### src/hw/atomic_cfg.svh
//////////////////////////////////////////////////
// one-beat 128-bit lines with 32-bit atomic words
// field positions must match the arbiter's atomic writedata encoding
//////////////////////////////////////////////////
`ifndef ATOMIC_CFG_SVH
`define ATOMIC_CFG_SVH

// reads in flight, must stay a power of two
`define ATOMIC_NUM_TXS 4

// memory line geometry
`define ATOMIC_ADDR_WIDTH 24
`define ATOMIC_DATA_WIDTH 128
`define ATOMIC_BYTEEN_WIDTH 16
`define ATOMIC_WORD_WIDTH 32

// writedata layout of an atomic read
// bit 0 flag, operand0 at 1, operand1 at 33
`define ATOMIC_OP_LSB 65
`define ATOMIC_SEG_LSB 68

`endif
### src/hw/atomic_pkg.sv
//////////////////////////////////////////////////
// op encoding must match the arbiter's op-code field
//////////////////////////////////////////////////
`include "atomic_cfg.svh"

package atomic_pkg;

  // line address and payload
  typedef logic [`ATOMIC_ADDR_WIDTH-1:0] addr_t;
  typedef logic [`ATOMIC_DATA_WIDTH-1:0] line_t;
  typedef logic [`ATOMIC_BYTEEN_WIDTH-1:0] byteen_t;

  // atomic operand and result
  typedef logic [`ATOMIC_WORD_WIDTH-1:0] word_t;

  // slot index and word index inside a line
  typedef logic [$clog2(`ATOMIC_NUM_TXS)-1:0] slot_t;
  typedef logic [$clog2(`ATOMIC_DATA_WIDTH/`ATOMIC_WORD_WIDTH)-1:0] seg_t;

  typedef enum logic [2:0] {
    op_add     = 3'd0,
    op_xchg    = 3'd1,
    op_cmpxchg = 3'd2,
    op_min     = 3'd3,
    op_max     = 3'd4,
    op_and     = 3'd5,
    op_or      = 3'd6,
    op_xor     = 3'd7
  } atomic_op_e;

  // per-slot lifecycle
  typedef enum logic [1:0] {st_idle, st_read, st_alu, st_writeback} tx_state_e;

endpackage

### src/hw/atomic_handler_top.sv
//////////////////////////////////////////////////
// memory must answer reads in issue order, one beat per read
// no data forwarding, a second atomic to a busy line waits
//////////////////////////////////////////////////
`timescale 1ns/1ps
`include "atomic_cfg.svh"

module atomic_handler_top
  import atomic_pkg::*;
(
  input  logic    clock,
  input  logic    resetn,
  // arbiter side
  input  logic    arb_read,
  input  logic    arb_write,
  input  addr_t   arb_address,
  input  line_t   arb_writedata,
  input  byteen_t arb_byteenable,
  output logic    arb_waitrequest,
  output line_t   arb_readdata,
  output logic    arb_readdatavalid,
  // memory side
  output logic    avm_read,
  output logic    avm_write,
  output addr_t   avm_address,
  output line_t   avm_writedata,
  output byteen_t avm_byteenable,
  input  logic    avm_waitrequest,
  input  line_t   avm_readdata,
  input  logic    avm_readdatavalid
);

  logic                       atomic_hit;
  logic [`ATOMIC_NUM_TXS-1:0] hit_mask;
  logic [`ATOMIC_NUM_TXS-1:0] free_mask;
  logic                       sel_writeback;
  logic                       alloc;
  slot_t                      alloc_slot;
  slot_t                      resp_slot;
  logic                       resp_atomic;
  logic                       resp_is_atomic;
  slot_t                      wb_slot;
  logic                       wb_valid;
  logic                       commit;
  atomic_op_e                 resp_op;
  word_t                      resp_operand0;
  word_t                      resp_operand1;
  seg_t                       resp_seg;
  addr_t                      wb_address;
  byteen_t                    wb_byteenable;
  seg_t                       wb_seg;
  word_t                      result;
  logic                       result_valid;

  // old line goes back untouched, even for atomics
  assign arb_readdata = avm_readdata;

  atomic_ctrl i_atomic_ctrl (
    .clock, .resetn, .arb_read, .arb_write,
    .is_atomic (arb_writedata[0]),
    .avm_waitrequest, .avm_readdatavalid, .atomic_hit, .resp_is_atomic,
    .arb_waitrequest, .avm_read, .avm_write, .sel_writeback,
    .alloc, .alloc_slot, .resp_slot, .resp_atomic,
    .wb_slot, .wb_valid, .commit, .free_mask, .arb_readdatavalid
  );

  atomic_tx_table i_atomic_tx_table (
    .clock, .resetn, .alloc, .alloc_slot,
    .arb_address, .arb_byteenable, .arb_writedata,
    .resp_slot, .wb_slot, .free_mask,
    .atomic_hit, .hit_mask, .resp_op, .resp_operand0, .resp_operand1,
    .resp_seg, .resp_is_atomic, .wb_address, .wb_byteenable, .wb_seg
  );

  atomic_alu i_atomic_alu (
    .clock, .resetn, .resp_atomic, .avm_readdata, .resp_seg,
    .resp_op, .resp_operand0, .resp_operand1,
    .result, .result_valid
  );

  atomic_writeback i_atomic_writeback (
    .clock, .resetn, .result, .result_valid, .resp_slot,
    .arb_write, .arb_byteenable, .hit_mask,
    .wb_slot, .wb_address, .wb_byteenable, .wb_seg, .sel_writeback,
    .arb_address, .arb_writedata, .free_mask,
    .avm_address, .avm_writedata, .avm_byteenable
  );

endmodule

### src/hw/atomic_writeback.sv
//////////////////////////////////////////////////
// writeback touches only the atomic's word, minus bytes taken by later writes
//////////////////////////////////////////////////
`timescale 1ns/1ps
`include "atomic_cfg.svh"

module atomic_writeback
  import atomic_pkg::*;
(
  input  logic                       clock,
  input  logic                       resetn,
  input  word_t                      result,
  input  logic                       result_valid,
  input  slot_t                      resp_slot,
  input  logic                       arb_write,
  input  byteen_t                    arb_byteenable,
  input  logic [`ATOMIC_NUM_TXS-1:0] hit_mask,
  input  slot_t                      wb_slot,
  input  addr_t                      wb_address,
  input  byteen_t                    wb_byteenable,
  input  seg_t                       wb_seg,
  input  logic                       sel_writeback,
  input  addr_t                      arb_address,
  input  line_t                      arb_writedata,
  input  logic [`ATOMIC_NUM_TXS-1:0] free_mask,
  output addr_t                      avm_address,
  output line_t                      avm_writedata,
  output byteen_t                    avm_byteenable
);

  word_t   results [`ATOMIC_NUM_TXS];
  byteen_t byte_disable [`ATOMIC_NUM_TXS];
  slot_t   alu_slot;
  line_t   wb_line;
  byteen_t seg_byteen;

  // slot in the ALU is the one that got its response last cycle
  always_ff @(posedge clock) begin
    alu_slot <= resp_slot;
    if (result_valid) begin
      results[alu_slot] <= result;
    end
  end

  // plain writes over an in-flight atomic keep their bytes
  always_ff @(posedge clock or negedge resetn) begin
    if (!resetn) begin
      for (int s = 0; s < `ATOMIC_NUM_TXS; s++) begin
        byte_disable[s] <= '0;
      end
    end else begin
      for (int s = 0; s < `ATOMIC_NUM_TXS; s++) begin
        if (free_mask[s]) begin
          byte_disable[s] <= '0;
        end else if (arb_write && hit_mask[s]) begin
          byte_disable[s] <= byte_disable[s] | arb_byteenable;
        end
      end
    end
  end

  // result placed in its word, enables limited to that word
  assign wb_line    = line_t'(results[wb_slot]) << (wb_seg * `ATOMIC_WORD_WIDTH);
  assign seg_byteen = byteen_t'({(`ATOMIC_WORD_WIDTH/8){1'b1}}) << (wb_seg * (`ATOMIC_WORD_WIDTH/8));

  assign avm_address    = sel_writeback ? wb_address : arb_address;
  assign avm_writedata  = sel_writeback ? wb_line : arb_writedata;
  assign avm_byteenable = sel_writeback ?
                          (wb_byteenable & seg_byteen & ~byte_disable[wb_slot]) :
                          arb_byteenable;

endmodule

### src/hw/atomic_alu.sv
//////////////////////////////////////////////////
// min and max compare unsigned
//////////////////////////////////////////////////
`timescale 1ns/1ps
`include "atomic_cfg.svh"

module atomic_alu
  import atomic_pkg::*;
(
  input  logic       clock,
  input  logic       resetn,
  input  logic       resp_atomic,
  input  line_t      avm_readdata,
  input  seg_t       resp_seg,
  input  atomic_op_e resp_op,
  input  word_t      resp_operand0,
  input  word_t      resp_operand1,
  output word_t      result,
  output logic       result_valid
);

  word_t      old_word;
  word_t      opnd0_q;
  word_t      opnd1_q;
  atomic_op_e op_q;

  // capture the selected old word on the response cycle
  always_ff @(posedge clock) begin
    if (resp_atomic) begin
      old_word <= avm_readdata[resp_seg * `ATOMIC_WORD_WIDTH +: `ATOMIC_WORD_WIDTH];
      opnd0_q  <= resp_operand0;
      opnd1_q  <= resp_operand1;
      op_q     <= resp_op;
    end
  end

  always_ff @(posedge clock or negedge resetn) begin
    if (!resetn) begin
      result_valid <= 1'b0;
    end else begin
      result_valid <= resp_atomic;
    end
  end

  always_comb begin
    case (op_q)
      op_add:     result = old_word + opnd0_q;
      op_xchg:    result = opnd0_q;
      // swap only on a match, else keep old value
      op_cmpxchg: result = (old_word == opnd0_q) ? opnd1_q : old_word;
      op_min:     result = (old_word < opnd0_q) ? old_word : opnd0_q;
      op_max:     result = (old_word > opnd0_q) ? old_word : opnd0_q;
      op_and:     result = old_word & opnd0_q;
      op_or:      result = old_word | opnd0_q;
      default:    result = old_word ^ opnd0_q;
    endcase
  end

endmodule

### src/hw/atomic_tx_table.sv
//////////////////////////////////////////////////
// hit checks only atomic slots, plain reads never block anything
//////////////////////////////////////////////////
`timescale 1ns/1ps
`include "atomic_cfg.svh"

module atomic_tx_table
  import atomic_pkg::*;
(
  input  logic                       clock,
  input  logic                       resetn,
  input  logic                       alloc,
  input  slot_t                      alloc_slot,
  input  addr_t                      arb_address,
  input  byteen_t                    arb_byteenable,
  input  line_t                      arb_writedata,
  input  slot_t                      resp_slot,
  input  slot_t                      wb_slot,
  input  logic [`ATOMIC_NUM_TXS-1:0] free_mask,
  output logic                       atomic_hit,
  output logic [`ATOMIC_NUM_TXS-1:0] hit_mask,
  output atomic_op_e                 resp_op,
  output word_t                      resp_operand0,
  output word_t                      resp_operand1,
  output seg_t                       resp_seg,
  output logic                       resp_is_atomic,
  output addr_t                      wb_address,
  output byteen_t                    wb_byteenable,
  output seg_t                       wb_seg
);

  logic [`ATOMIC_NUM_TXS-1:0] valid;
  logic [`ATOMIC_NUM_TXS-1:0] atomic_flag;
  logic [`ATOMIC_NUM_TXS-1:0] addr_match;
  addr_t                      tx_address [`ATOMIC_NUM_TXS];
  byteen_t                    tx_byteen [`ATOMIC_NUM_TXS];
  atomic_op_e                 tx_op [`ATOMIC_NUM_TXS];
  word_t                      tx_operand0 [`ATOMIC_NUM_TXS];
  word_t                      tx_operand1 [`ATOMIC_NUM_TXS];
  seg_t                       tx_seg [`ATOMIC_NUM_TXS];

  // slot occupancy mirrors the controller FSM
  always_ff @(posedge clock or negedge resetn) begin
    if (!resetn) begin
      valid <= '0;
    end else begin
      valid <= (valid & ~free_mask) | ({{(`ATOMIC_NUM_TXS-1){1'b0}}, alloc} << alloc_slot);
    end
  end

  // request fields decoded from writedata at allocation
  always_ff @(posedge clock) begin
    if (alloc) begin
      atomic_flag[alloc_slot] <= arb_writedata[0];
      tx_address[alloc_slot]  <= arb_address;
      tx_byteen[alloc_slot]   <= arb_byteenable;
      tx_operand0[alloc_slot] <= arb_writedata[1 +: `ATOMIC_WORD_WIDTH];
      tx_operand1[alloc_slot] <= arb_writedata[1 + `ATOMIC_WORD_WIDTH +: `ATOMIC_WORD_WIDTH];
      tx_op[alloc_slot]       <= atomic_op_e'(arb_writedata[`ATOMIC_OP_LSB +: 3]);
      tx_seg[alloc_slot]      <= arb_writedata[`ATOMIC_SEG_LSB +: $bits(seg_t)];
    end
  end

  // any active atomic on the line holds off a new atomic
  // a plain write only disables bytes that overlap the slot
  always_comb begin
    for (int s = 0; s < `ATOMIC_NUM_TXS; s++) begin
      addr_match[s] = valid[s] && atomic_flag[s] && (tx_address[s] == arb_address);
      hit_mask[s]   = addr_match[s] && ((tx_byteen[s] & arb_byteenable) != '0);
    end
  end
  assign atomic_hit = |addr_match;

  assign resp_op        = tx_op[resp_slot];
  assign resp_operand0  = tx_operand0[resp_slot];
  assign resp_operand1  = tx_operand1[resp_slot];
  assign resp_seg       = tx_seg[resp_slot];
  assign resp_is_atomic = atomic_flag[resp_slot];

  assign wb_address    = tx_address[wb_slot];
  assign wb_byteenable = tx_byteen[wb_slot];
  assign wb_seg        = tx_seg[wb_slot];

endmodule

### src/hw/atomic_ctrl.sv
//////////////////////////////////////////////////
// slots are taken round-robin, a busy slot at the pointer stalls reads
//////////////////////////////////////////////////
`timescale 1ns/1ps
`include "atomic_cfg.svh"

module atomic_ctrl
  import atomic_pkg::*;
(
  input  logic                       clock,
  input  logic                       resetn,
  input  logic                       arb_read,
  input  logic                       arb_write,
  input  logic                       is_atomic,
  input  logic                       avm_waitrequest,
  input  logic                       avm_readdatavalid,
  input  logic                       atomic_hit,
  input  logic                       resp_is_atomic,
  output logic                       arb_waitrequest,
  output logic                       avm_read,
  output logic                       avm_write,
  output logic                       sel_writeback,
  output logic                       alloc,
  output slot_t                      alloc_slot,
  output slot_t                      resp_slot,
  output logic                       resp_atomic,
  output slot_t                      wb_slot,
  output logic                       wb_valid,
  output logic                       commit,
  output logic [`ATOMIC_NUM_TXS-1:0] free_mask,
  output logic                       arb_readdatavalid
);

  tx_state_e state [`ATOMIC_NUM_TXS];
  slot_t     alloc_ptr;
  slot_t     resp_ptr;
  logic      slot_free;
  logic      send_wb;
  logic      can_read;

  // next slot in allocation order must be idle
  assign slot_free = (state[alloc_ptr] == st_idle);

  // plain write owns the port, writeback takes any other cycle
  assign send_wb = wb_valid & ~arb_write;

  // read needs a slot, no same-line atomic in flight and a free port
  assign can_read = slot_free & ~(is_atomic & atomic_hit) & ~send_wb;

  assign arb_waitrequest = avm_waitrequest | (arb_read & ~can_read);
  assign avm_read        = arb_read & can_read;
  assign avm_write       = arb_write | send_wb;
  assign sel_writeback   = send_wb;
  assign alloc           = avm_read & ~avm_waitrequest;
  assign alloc_slot      = alloc_ptr;
  assign commit          = send_wb & ~avm_waitrequest;

  // responses come back in issue order
  assign resp_slot         = resp_ptr;
  assign resp_atomic       = avm_readdatavalid & resp_is_atomic;
  assign arb_readdatavalid = avm_readdatavalid;

  // oldest writeback slot
  // age grows scanning forward from the allocation pointer
  always_comb begin
    slot_t idx;
    wb_valid = 1'b0;
    wb_slot  = alloc_ptr;
    for (int k = `ATOMIC_NUM_TXS - 1; k >= 0; k--) begin
      idx = alloc_ptr + slot_t'(k);
      if (state[idx] == st_writeback) begin
        wb_valid = 1'b1;
        wb_slot  = idx;
      end
    end
  end

  // plain read frees on its response, atomic on its commit
  always_comb begin
    for (int s = 0; s < `ATOMIC_NUM_TXS; s++) begin
      free_mask[s] = ((state[s] == st_read) && avm_readdatavalid &&
                      (resp_ptr == slot_t'(s)) && !resp_is_atomic) ||
                     ((state[s] == st_writeback) && commit && (wb_slot == slot_t'(s)));
    end
  end

  always_ff @(posedge clock or negedge resetn) begin
    if (!resetn) begin
      alloc_ptr <= '0;
      resp_ptr  <= '0;
    end else begin
      if (alloc) begin
        alloc_ptr <= alloc_ptr + 1'b1;
      end
      if (avm_readdatavalid) begin
        resp_ptr <= resp_ptr + 1'b1;
      end
    end
  end

  // per-slot FSM
  always_ff @(posedge clock or negedge resetn) begin
    if (!resetn) begin
      for (int s = 0; s < `ATOMIC_NUM_TXS; s++) begin
        state[s] <= st_idle;
      end
    end else begin
      for (int s = 0; s < `ATOMIC_NUM_TXS; s++) begin
        case (state[s])
          st_idle: begin
            if (alloc && alloc_slot == slot_t'(s)) begin
              state[s] <= st_read;
            end
          end
          st_read: begin
            if (avm_readdatavalid && resp_ptr == slot_t'(s)) begin
              state[s] <= resp_is_atomic ? st_alu : st_idle;
            end
          end
          // result lands in the writeback table this cycle
          st_alu: state[s] <= st_writeback;
          default: begin
            if (commit && wb_slot == slot_t'(s)) begin
              state[s] <= st_idle;
            end
          end
        endcase
      end
    end
  end

endmodule

### config.mk
export PLATFORM = sky130hd
export DESIGN_NAME = atomic_handler_top
export DESIGN_NICKNAME = d
export VERILOG_FILES = /design/src/hw/atomic_pkg.sv /design/src/hw/atomic_handler_top.sv /design/src/hw/atomic_writeback.sv /design/src/hw/atomic_alu.sv /design/src/hw/atomic_tx_table.sv /design/src/hw/atomic_ctrl.sv
export VERILOG_INCLUDE_DIRS = /design/src /design/src/hw
export SDC_FILE = /design/constraint.sdc
export NUM_CORES = 1
export LEC_CHECK = 0
export BUFFER_PORTS_ARGS = -buffer_cell sky130_fd_sc_hd__buf_4
export CAP_MARGIN = 25
export CORE_MARGIN = 2
export CORE_UTILIZATION = 40
export DETAILED_ROUTE_END_ITERATION = 10
export PLACE_DENSITY = 0.61
export SKIP_CTS_REPAIR_TIMING = 1
export SYNTH_ARGS = -nofsm -noshare
export SYNTH_HDL_FRONTEND = slang
export SYNTH_SLANG_ARGS = --single-unit
### constraint.sdc
create_clock -name clock -period 7 [get_ports clock]
set_clock_uncertainty 0.15 [all_clocks]
set_input_delay 1.05 -clock clock [delete_from_list [all_inputs] [get_ports clock]]
set_output_delay 1.05 -clock clock [all_outputs]
set_load 0.005 [all_outputs]
[Word level (Yosys, flattened, before mapping)]
Memory sizes are Yosys's and may differ from the RTL's. A register that Yosys moved wholly into a read port is not among the register bits.
Cells that the tools add are included.
Storage, ports and cells
  flip-flop bits (word level): 119
  RAM bits: 564
  output and inout bits: 300
  logic and storage cells: 267
  memories: 7
Memories
  i_atomic_tx_table.tx_operand0: depth 4, bits a word 32, read ports 1, clocked after Yosys merged registers in 1, wr ports 1, line atomic_tx_table.sv:38  | word_t tx_operand0 [`ATOMIC_NUM_TXS];
  i_atomic_tx_table.tx_operand1: depth 4, bits a word 32, read ports 1, clocked after Yosys merged registers in 1, wr ports 1, line atomic_tx_table.sv:39  | word_t tx_operand1 [`ATOMIC_NUM_TXS];
  i_atomic_writeback.results: depth 4, bits a word 32, read ports 1, clocked after Yosys merged registers in 0, wr ports 1, line atomic_writeback.sv:31  | word_t results [`ATOMIC_NUM_TXS];
  i_atomic_tx_table.tx_address: depth 4, bits a word 24, read ports 5, clocked after Yosys merged registers in 0, wr ports 1, line atomic_tx_table.sv:35  | addr_t tx_address [`ATOMIC_NUM_TXS];
  i_atomic_tx_table.tx_byteen: depth 4, bits a word 16, read ports 5, clocked after Yosys merged registers in 0, wr ports 1, line atomic_tx_table.sv:36  | byteen_t tx_byteen [`ATOMIC_NUM_TXS];
  i_atomic_tx_table.tx_op: depth 4, bits a word 3, read ports 1, clocked after Yosys merged registers in 1, wr ports 1, line atomic_tx_table.sv:37  | atomic_op_e tx_op [`ATOMIC_NUM_TXS];
  1 more memories
Cells by class
  add/sub/neg operators: 5
  order comparisons: 10
  eq/ne operators: 44
  shifts and indexed selects: 4
  muxes and demuxes: 64
  bitwise logic cells: 38
  reduce and logical (&&, ||, !) cells: 80
Operators with widths (count)
  32-bit one-hot mux with 7 select lines: 1
  16-bit 2-to-1 mux: 11
  128-bit 2-to-1 mux: 1
  128-bit by 8-bit variable part select with 32-bit output: 1
  32-bit by 7-bit << shifter with 128-bit output: 1
  16-bit bitwise AND: 6
  24-bit equality test: 4
  32-bit 2-to-1 mux: 3
  16-bit bitwise OR: 4
  16-bit nonzero test: 4
  2-bit 2-to-1 mux: 25
  1-bit logical AND: 49
  2-bit equality test (second input constant): 18
  32-bit adder: 1
  32-bit bitwise AND: 1
  16-bit binary-select mux with 2-bit select: 1
  32-bit equality test: 1
  32-bit > comparator: 1
  32-bit < comparator: 1
  32-bit bitwise OR: 1
  32-bit XOR: 1
  24-bit 2-to-1 mux: 1
  2-bit one-hot mux with 3 select lines: 4
  2-bit binary-select mux with 2-bit select: 4
  other kinds (33): 100

[Depth between registers and ports, before layout]
Gate-level depths: netlist (run 1).
  depth after elaboration: 18
  gate-level depth with buffers: 14
  depth with buffers taken out: 11

[By module]
Synthesis (run 1) repeated with hierarchy kept, for this count alone.
Second synthesis, totals
  cell total of the unflattened synthesis: 2571
  area total of the unflattened synthesis: 37503.5 um^2
Modules (own cells, without submodules)
  atomic_tx_table: times used 1, cells each 778, area an instance 17540.6 um^2, sequential area each 13312.8 um^2
  atomic_writeback: times used 1, cells each 648, area an instance 9245.1 um^2, sequential area each 5485.3 um^2
  atomic_alu: times used 1, cells each 901, area an instance 8722.1 um^2, sequential area each 2997.9 um^2
  atomic_ctrl: times used 1, cells each 116, area an instance 1034.7 um^2, sequential area each 300.3 um^2
  atomic_handler_top: times used 1, cells each 128, area an instance 960.9 um^2, sequential area each 0.0 um^2

[Worst setup path after synthesis (run 1)]
OpenSTA, ideal clock, no wires.
  path type: input -> register
  start: in arb_address[20]
  end: reg i_atomic_tx_table.atomic_flag[3] (enable)
  arrival time: 5285 ps
  required time: 6368 ps
  setup slack: 1083 ps
  stages: 10
  buffers on the path: 2
  path through: clkbuf_1 > xnor2_1 > nand4_1 > or4_1 > nor4_1 > o41ai_1 > nand3_1 > nor3_1 > clkbuf_1 > and2_1
Between the ends
  longest elaborated chain between the ends: 9
  elaborated cells on any way between the ends: 15
Ends and longest elaborated chain
  from (decl): line atomic_handler_top.sv:16  | input addr_t arb_address,
  24-bit equality test: line atomic_tx_table.sv:68  | addr_match[s] = valid[s] && atomic_flag[s] && (tx_address[s] == arb_address);
  1-bit logical AND: line atomic_tx_table.sv:68
  4-bit OR reduction *: line atomic_tx_table.sv:72  | assign atomic_hit = |addr_match;
  1-bit bitwise AND *: line atomic_ctrl.sv:48  | assign can_read = slot_free & ~(is_atomic & atomic_hit) & ~send_wb;
  1-bit NOT *: line atomic_ctrl.sv:48
  1-bit bitwise AND * (2 in a row): line atomic_ctrl.sv:48
  1-bit bitwise AND *: line atomic_ctrl.sv:51  | assign avm_read = arb_read & can_read;
  1-bit bitwise AND *: line atomic_ctrl.sv:54  | assign alloc = avm_read & ~avm_waitrequest;
  to (signal, indexed assignment): line atomic_tx_table.sv:54  | atomic_flag[alloc_slot] <= arb_writedata[0];
  to (decl): line atomic_tx_table.sv:33  | logic [`ATOMIC_NUM_TXS-1:0] atomic_flag;
Every way passes the cells marked *; elsewhere a longest branch is shown, timed or not.
A chain may end at the register's enable or synchronous reset.

[Worst setup path in the final report (run 1)]
  start: reg i_atomic_ctrl.alloc_ptr[0], in the netlist i_atomic_ctrl.alloc_slot[0]
  end: out avm_byteenable[14]
Between the ends
  longest elaborated chain between the ends: 17
  elaborated cells on any way between the ends: 43
Ends and longest elaborated chain
  from (decl): line atomic_ctrl.sv:35  | slot_t alloc_ptr;
  from (signal assigned): line atomic_ctrl.sv:93  | alloc_ptr <= alloc_ptr + 1'b1;
  branches (longest 16 deep; another with 2-bit adder)
  16-bit 2-to-1 mux *: line atomic_writeback.sv:68  | assign avm_byteenable = sel_writeback ?
  to (decl): line atomic_handler_top.sv:27  | output byteen_t avm_byteenable,
Mark *: on every way between the ends. The select of a mux whose other input is x is not followed.

==> flow_metrics.tcl, run 1 <==
set metrics [dict create \
    place_area_mm2 0.0423 \
    async_flop_share 0.108 \
    powerDensity_mw_per_mm2 459 \
    drt_iter0_markers 2394 \
    clk_pin_slew_ps 60 \
    final_nets 3701 \
    crit_type "flop to output pin" \
    fin_crit_sh 0.928 \
    min_period_ps 6500 \
    wl_um 119000 \
    setup_tns_ps 0 \
    syn-num-nets 3295 \
    globalRouteTotalUtil 0.241 \
    place.gp.congestion 0.884 \
    final_cell_area_mm2 0.0449 \
    cp_max_fo 36 \
    slew_headroom 0.281 \
    ys_warn_count 0 \
    cts.sinks 750 \
    overflow 0 \
    cts_buffer_depth 3 \
    seq_area_frac_synth 0.591 \
    ys.flop_type "edfxtp_1" \
    initial_core_util 0.402 \
    cp.required_ps 5800 \
    std_cell_rows 112 \
    pre_cts_ws_ps 1000 \
    leakage_nw 17.0 \
    core_mm2 0.0930 \
    grt_pass1_wl_um 169000 \
    grt_pass1_vias 24700 \
    rsz0062_at_grt "no" \
    worstSkewPairLatency_ps 630 \
    cts_tree "done" \
    start_kind "flop" \
    die_w_um 310 \
    vias_per_cell 5.56 \
    die_area_mm2 0.0960 \
    port_buffers 601 \
    vias 25700 \
    met2_usage 0.400 \
    wl_per_cell_um 25.8 \
    ctsRootBufferMaster "clkbuf_16" \
    fill_cells 8357 \
    numCtsBuffers 81 \
    finalSetupViolations 0 \
    status "complete, no violations" \
    clock.fmax_ghz 0.154 \
    hold_viol_final 0 \
    synth.distinct_cells 70 \
    drc 0 \
    maxSlewViolCount 0 \
    maxCapViolations 0 \
    synth_area_per_cell_um2 13.0 \
    dp_hpwl_um 83900 \
    use_met3 0.0441 \
    grt_use_met1 0.324 \
    cp.arrival_ps 5300 \
    htreeDepth 3 \
    ant_nets 0 \
    fin_ws_ps 505 \
    synth-edff-count 667 \
    ir_drop_mv 0.453 \
    syn_to_final_growth_pct 20.1 \
    first_pass_iters 5 \
    syn_inst 2888 \
    cp-end-kind "output pin" \
    synth-seq-cells 750 \
    antenna_found_initial 21 \
    worstMarginPinSlew_ps 1080 \
    io_pins 602 \
    grt_start_max_net_pins 67 \
    drive_gt1_frac 0.292 \
    syn_area_mm2 0.0374 \
    busiest_layer "met2" \
    die_y_um 310 \
    hp-class "input pin to asynchronous set/reset pin" \
]
-- logic make-up (layout without fill, tap and decap cells) --
logic type                 Yosys count  in the layout  share of synthesized area
DFF                                750            750                      0.591
AOI/OAI and AO/OA                  694            694                      0.116
and+or+nand+nor                    556            556                     0.0678
buffers and inverters              455            928                     0.0595
muxes                              225            225                      0.106
adders and majority gates          105            105                     0.0353
xor gates and xnor gates           103            103                     0.0246
other                                0             10                          0
-- Yosys cell counts, types with 57 or more instances --
library cell	n	area (µm²)
buf_4	129	968
clkbuf_1	154	578
xnor2_1	69	604
a21oi_1	184	921
edfxtp_1	667	20000
nor2_1	166	623
mux4_2	130	2930
o21ai_0	254	1270
nand2_1	221	830
ha_1	104	1300
dfrtp_1	81	2030
mux2_2	57	642
inv_1	130	488
-- cells in the final DEF, fill, tap and decap left out, types with 57 or more instances in the layout --
| master | count |
|---|---|
| mux2_2 | 57 |
| mux4_2 | 130 |
| nand2_1 | 220 |
| ha_1 | 104 |
| xnor2_1 | 69 |
| a21oi_1 | 184 |
| clkbuf_16 | 83 |
| buf_4 | 641 |
| dfrtp_1 | 79 |
| o21ai_0 | 254 |
| edfxtp_1 | 667 |
| nor2_1 | 165 |
| inv_1 | 130 |
-- metrics by stage --
stage / hold slack, ps / utilization / power, mW / instances
5_1_grt: 232 / 0.483 / 21.7 / 4624
2_1_floorplan: 243 / - / 12.4 / 2888
4_1_cts: 208 / 0.482 / 20.7 / 4612
6_report: 223 / 0.483 / 20.6 / 4625
3_5_place_dp: 332 / 0.454 / 16.6 / 4462
3_3_place_gp: 325 / 0.453 / 16.5 / 4459
-- area by class of cell --
class,instances,area [µm²],area share
clock buffer,104,2220,0.0493
sequential,750,22100,0.492
multi-input combinational,1683,13200,0.294
inverter,131,492,0.0110
antenna,10,25.0,0.000557
clock inverter,46,338,0.00752
timing repair buffer,647,4960,0.110
tap,1254,1570,0.0349
-- metal layers --
metal | vias to the layer above | share of wire | routed length (µm)
met5 | - | 0.00039 | 46
met4 | 8 | 0.023 | 2700
met3 | 150 | 0.074 | 8850
met2 | 1022 | 0.49 | 58400
met1 | 13000 | 0.41 | 49200
li1 | 11600 | - | -
-- flip-flops by register name (all words and copies together) (netlist names) --
register and flops:
i_atomic_ctrl.state 8, i_atomic_tx_table.tx_operand0 128, i_atomic_tx_table.tx_operand1 128, i_atomic_alu.opnd1_q 32
i_atomic_tx_table.tx_op 12, i_atomic_tx_table.tx_byteen 64, i_atomic_tx_table.tx_seg 8, i_atomic_ctrl.resp_slot 2
i_atomic_ctrl.alloc_slot 2, i_atomic_writeback.results 128, i_atomic_writeback.byte_disable 64, i_atomic_alu.opnd0_q 32
i_atomic_tx_table.valid 4, i_atomic_alu.old_word 32, i_atomic_writeback.alu_slot 2, i_atomic_alu.op_q 3
i_atomic_tx_table.tx_address 96, i_atomic_alu.result_valid 1, i_atomic_tx_table.atomic_flag 4
-- critical path, stage by stage (launching register included) --
cell,delay (ps)
dfrtp_1,700
inv_1,270
mux4_2,490
o31ai_1,290
a21oi_2,100
xnor2_4,720
mux2i_1,160
mux2_2,330
nand2b_2,700
o31ai_1,680
buf_4,200
-- final timing paths --
kind,slack [ps],cells after the start,start,to
max in group asynchronous,5340,2,resetn,i_atomic_ctrl.resp_slot[0]
min in group clock,340,2,i_atomic_writeback.byte_disable[23],i_atomic_writeback.byte_disable[23]
min,220,1,resetn,i_atomic_writeback.byte_disable[31]
max,500,10,i_atomic_ctrl.alloc_slot[0],avm_byteenable[14]
max reg2reg,1680,10,i_atomic_ctrl.alloc_slot[0],i_atomic_tx_table.tx_operand0[3][6]
min reg2reg,340,2,i_atomic_writeback.byte_disable[23],i_atomic_writeback.byte_disable[23]
-- power by group --
group	total, mW	leakage, nW	switching, mW	internal [mW]
Sequential	6.29	7.17	0.494	5.80
Clock	4.12	1.25	1.77	2.35
Combinational	10.2	8.58	6.13	4.05
No activity file was read; power rests on OpenSTA's default activity.
==> run 2: changes to the inputs <==
--- a/config.mk
+++ b/config.mk
@@ -8,6 +8,7 @@
 export LEC_CHECK = 0
 export BUFFER_PORTS_ARGS = -buffer_cell sky130_fd_sc_hd__buf_4
 export CAP_MARGIN = 25
+export CORE_ASPECT_RATIO = 1.75
 export CORE_MARGIN = 2
 export CORE_UTILIZATION = 40
 export DETAILED_ROUTE_END_ITERATION = 10
==> constraint.sdc (replaced) <==
create_clock -name clock -period 7 [get_ports clock]
set_clock_uncertainty 0.15 [all_clocks]
set_input_delay 1.4 -clock clock [delete_from_list [all_inputs] [get_ports clock]]
set_output_delay 1.4 -clock clock [all_outputs]
set_load 0.005 [all_outputs]
==> run 2 against run 1 <==
Combinational power hardly changed. Largest cell class unchanged. Non-clock buffer count is 7 higher. Clock power is 2% lower. Cell count is 1.5% lower. Flip-flop and latch count stayed put. Register-to-register slack better by 660 ps. Total power is 0.45% higher. Global-route usage is 0.35 points higher. Largest power group unchanged. Design area is 0.31% lower. Sequential power hardly changed. Clock-buffer cell count is 16 lower. Routed wire length is 0.84% higher. Critical endpoint is now avm_writedata[60].
==> flow_metrics.tcl, run 2 (synthesis gave the netlist of run 1 again) <==
set metrics [dict create \
    port_buffers 601 \
    rsz0062_at_grt "no" \
    cts_buffer_depth 3 \
    fill_cells 8434 \
    first_pass_iters 6 \
    min-delay-start "i_atomic_writeback.byte_disable[60]" \
    hp-class "flop to flop" \
    wl_um 120000 \
    htreeDepth 3 \
    ir_drop_mv 1.00 \
    finalSetupViolations 0 \
    maxSlewViolCount 0 \
    r2r_setup_slack_ps 2340 \
    io_pins 602 \
    vias_per_cell 5.68 \
    cp_cell_sequence "inv_1 > mux4_2 > o31ai_1 > a21oi_2 > xnor2_4 > buf_12 > mux2_2 > a21oi_1 > o21ai_0 > buf_4" \
    ctsRootBufferMaster "clkbuf_16" \
    grt_start_max_net_pins 141 \
    r2r-end "i_atomic_tx_table.tx_operand0[2][17]" \
    syn_to_final_growth_pct 19.7 \
    antenna_found_initial 6 \
    final_nets 3700 \
    cp_max_fo 126 \
    final_common_cell "edfxtp_1" \
    cp.required_ps 5450 \
    maxCapViolations 0 \
    core_mm2 0.0928 \
    setup_tns_ps 0 \
    place_area_mm2 0.0423 \
    wl_per_cell_um 26.4 \
    cts.sinks 750 \
    worstMarginPinSlew_ps 1080 \
    crit_type "flop to output pin" \
    grt_pass1_vias 25900 \
    die_y_um 409 \
    min_to "i_atomic_writeback.byte_disable[60]" \
    crit_slowest_cell "dfrtp_1" \
    clock.fmax_ghz 0.153 \
    status "complete, no violations" \
    dp_hpwl_um 84400 \
    cp-end-kind "output pin" \
    globalRouteTotalUtil 0.245 \
    cts_tree "done" \
    r2r-start "i_atomic_ctrl.alloc_slot[0]" \
    top_regs "i_atomic_tx_table.tx_operand0 x128, i_atomic_tx_table.tx_operand1 x128, i_atomic_writeback.results x128" \
    clk_pin_slew_ps 70 \
    pre_cts_ws_ps 1140 \
    ant_nets 0 \
    powerDensity_mw_per_mm2 462 \
    vias 25900 \
    hold_viol_final 0 \
    min_period_ps 6550 \
    place.gp.congestion 0.926 \
    fin_ws_ps 445 \
    cp.arrival_ps 5000 \
    crit_start "i_atomic_ctrl.alloc_slot[0]" \
    start_kind "flop" \
    overflow 0 \
    die_w_um 235 \
    rr_worst_depth 10 \
    cpPeakStageDelay_ps 710 \
    std_cell_rows 148 \
    drt_iter0_markers 1837 \
    die_area_mm2 0.0961 \
    numCtsBuffers 73 \
    drive_gt1_frac 0.295 \
    fin_crit_sh 0.936 \
    final_cell_mix "edfxtp_1 (667), buf_4 (646), o21ai_0 (254)" \
    final_cell_area_mm2 0.0448 \
    leakage_nw 17.0 \
    grt_pass1_wl_um 173000 \
    whs_path_depth 2 \
    initial_core_util 0.403 \
    worstSkewPairLatency_ps 680 \
    drc 0 \
    slew_headroom 0.281 \
]
[run 2: cell types whose count changed in the layout (fill, tap and decap cells not counted), moves of 3 or more]
| cell | change |
|---|---|
| diode_2 | -7 |
| clkinv_16 | +3 |
| clkbuf_16 | -10 |
| clkbuf_8 | -5 |
| clkinv_1 | -10 |
| buf_12 | +4 |
| bufinv_16 | +3 |
| buf_4 | +5 |
[run 2: worst max-delay path by stage]
| stage | end | slack, ps | depth (start not counted) |
|---|---|---|---|
| finish | avm_writedata[60] | 450 | 10 |
| floorplan | i_atomic_tx_table.atomic_flag[3] | 730 | 10 |
| global route | avm_writedata[60] | 210 | 10 |
| global placement | avm_writedata[60] | 1170 | 10 |
| detailed placement | avm_writedata[60] | 1140 | 10 |
| CTS | avm_writedata[60] | 410 | 10 |
[run 2: where the power goes]
group	internal, mW	switching, mW
Sequential	5.79	0.491
Combinational	4.13	6.24
Clock	2.21	1.82
Total	12.1	8.55
[run 2: metrics by stage]
step                power (mW)  utilization  instances  hold slack, ps
finish                    20.7        0.482       4555             343
floorplan                 12.4            -       2888             243
CTS                       20.9        0.482       4549             348
global route              21.7        0.482       4554             367
global placement          16.7        0.455       4413             325
detailed placement        16.8        0.455       4415             333
[run 2: cell type report]
class                           instances  area [µm²]  share of cell area
Inverter                              131         492              0.0110
Sequential cell                       750       22100               0.494
Timing Repair Buffer                  654        5020               0.112
Clock buffer                           88        1890              0.0423
Multi-Input combinational cell       1683       13200               0.295
Antenna cell                            3        7.51            0.000168
Clock inverter                         46         538              0.0120
Tap cell                             1200        1500              0.0335
[run 2: per-layer routing]
metal	vias to the layer above	GRT usage	routed length (µm)
met4	2	0.0997	4750
met1	13100	0.261	41500
li1	11500	-	-
met2	1054	0.478	67600
met3	208	0.0310	6390
met5	-	0	13
[run 2: worst max-delay path, delay by kind of cell, from the launching register on]
| kind | cells | cell delay [ps] |
|---|---|---|
| muxes | 2 | 910 |
| AOI/OAI and AO/OA | 4 | 1280 |
| buffers and inverters | 3 | 1040 |
| xor gates and xnor gates | 1 | 290 |
| DFF | 1 | 710 |
==> run 3: changes to the inputs <==
--- a/config.mk
+++ b/config.mk
@@ -10,10 +10,11 @@
 export CAP_MARGIN = 25
 export CORE_ASPECT_RATIO = 1.75
 export CORE_MARGIN = 2
-export CORE_UTILIZATION = 40
+export CORE_UTILIZATION = 39
 export DETAILED_ROUTE_END_ITERATION = 10
-export PLACE_DENSITY = 0.61
+export PLACE_DENSITY = 0.6
 export SKIP_CTS_REPAIR_TIMING = 1
+export SLEW_MARGIN = 20
 export SYNTH_ARGS = -nofsm -noshare
 export SYNTH_HDL_FRONTEND = slang
 export SYNTH_SLANG_ARGS = --single-unit
==> run 3 against run 2 <==
Sequential share of layout area is 0.085 points lower. Flip-flop and latch count stayed put. First-iteration DRC count is 7.5% lower. Cell count is 0.29% higher. Worst hold slack better by 3.2 ps. Routed wire length is 0.36% higher. Design area is 0.17% higher.
==> flow_metrics.tcl, run 3 (synthesis gave the netlist of run 1 again) <==
set metrics [dict create \
    crit_family "compound AO/OA/AOI/OAI gates" \
    hp-class "flop to flop" \
    maxSlewViolCount 0 \
    first_pass_iters 6 \
    crit_slowest_cell "a21oi_1" \
    crit_start "i_atomic_ctrl.alloc_slot[0]" \
    io_pins 602 \
    final_common_cell "edfxtp_1" \
    r2r-start "i_atomic_ctrl.alloc_slot[0]" \
    ant_nets 0 \
    powerDensity_mw_per_mm2 466 \
    cp.arrival_ps 4980 \
    vias_per_cell 5.61 \
    wl_per_cell_um 26.4 \
    place.gp.congestion 0.891 \
    cts_buffer_depth 3 \
    worstSkewPairLatency_ps 670 \
    finalSetupViolations 0 \
    fin_crit_sh 0.932 \
    die_w_um 238 \
    cp.required_ps 5450 \
    cp_max_fo 32 \
    final_cell_mix "edfxtp_1 (667), buf_4 (640), o21ai_0 (254)" \
    numCtsBuffers 73 \
    core_mm2 0.0953 \
    globalRouteTotalUtil 0.240 \
    clock.fmax_ghz 0.153 \
    final_core_util 0.470 \
    leakage_nw 17.0 \
    antenna_found_initial 7 \
    rsz0062_at_grt "no" \
    drt_iter0_markers 1700 \
    initial_core_util 0.392 \
    grt_pass1_vias 25600 \
    syn_to_final_growth_pct 19.9 \
    wl_um 121000 \
    grt_pass1_wl_um 172000 \
    slew_headroom 0.275 \
    vias 25600 \
    crit_buf_inv 3 \
    status "complete, no violations" \
    grt_start_max_net_pins 147 \
    fin_hold_ws_ps 347 \
    std_cell_rows 150 \
    hold_viol_final 0 \
    final_nets 3697 \
    min_period_ps 6530 \
    ir_drop_mv 1.07 \
    dp_hpwl_um 83600 \
    top_regs "i_atomic_tx_table.tx_operand0 x128, i_atomic_tx_table.tx_operand1 x128, i_atomic_writeback.results x128" \
    die_y_um 414 \
    clk_pin_slew_ps 60 \
    port_buffers 601 \
    cpPeakStageDelay_ps 730 \
    htreeDepth 3 \
    min-delay-start "i_atomic_writeback.byte_disable[37]" \
    drc 0 \
    overflow 0 \
    die_area_mm2 0.0985 \
    drive_gt1_frac 0.296 \
    ctsRootBufferMaster "clkbuf_16" \
    cts_tree "done" \
    start_kind "flop" \
    cp-end-kind "output pin" \
    worstMarginPinSlew_ps 1080 \
    crit_type "flop to output pin" \
    cp_cell_sequence "inv_1 > mux4_2 > o31ai_1 > a21oi_2 > xnor2_4 > buf_4 > mux2_2 > a21oi_1 > o21ai_0 > buf_4" \
    setup_tns_ps 0 \
    maxCapViolations 0 \
    cpMostUsedCell "buf_4" \
    cts.sinks 750 \
]
## run 3: changes by cell type in the layout (fill, tap and decap cells not counted), moves of 4 or more
cell,change
clkinv_2,-4
clkbuf_1,-4
buf_4,-6
buf_12,+4
clkinvlp_4,+7
## run 3: layout make-up
class | instances | area, µm²
clock buffer | 90 | 1990
inverter | 131 | 492
sequential | 750 | 22100
timing repair buffer | 651 | 5000
tap | 1216 | 1520
multi-input combinational | 1683 | 13200
antenna | 2 | 5.00
clock inverter | 45 | 515
fill | 8536 | 50500
## run 3: where the power goes
group / total [mW] / internal (mW) / switching, mW
registers: 6.29 / 5.79 / 0.501
clock network: 4.16 / 2.38 / 1.78
logic: 10.4 / 4.12 / 6.32
## run 3: per-stage QoR
step / power (mW) / instances / worst slack [ps] / cell area [µm²]
after floorplan: 12.4 / 2888 / 733 / 37400
after global placement: 16.8 / 4427 / 1190 / 42300
after detailed placement: 16.9 / 4429 / 1120 / 42300
after CTS: 21.1 / 4564 / 386 / 44800
after global routing: 22.0 / 4568 / 182 / 44800
final: 20.9 / 4568 / 475 / 44800
## run 3: worst paths after layout
path                                                        to  cells past startpoint  slack, ps
setup / recovery                              avm_writedata[2]                     10        470
hold reg to reg            i_atomic_writeback.byte_disable[37]                      2        350
setup reg to reg            i_atomic_tx_table.tx_address[1][9]                     11       1770
min in group asynchronous  i_atomic_writeback.byte_disable[50]                      1        510
max in group asynchronous           i_atomic_ctrl.resp_slot[0]                      2       4980
hold / removal             i_atomic_writeback.byte_disable[37]                      2        350
## run 3: per-layer routing
layer / share of wire / up-vias / GRT usage
li1: - / 11500 / -
met1: 0.35 / 12900 / 0.263
met2: 0.55 / 1007 / 0.457
met3: 0.056 / 226 / 0.0332
met4: 0.043 / 2 / 0.110
met5: 0.00013 / - / 0
## run 3: worst min-delay path: stages (launching register included)
cell	delay, ps
dfrtp_1	350
a21oi_1	40
nor2_1	70
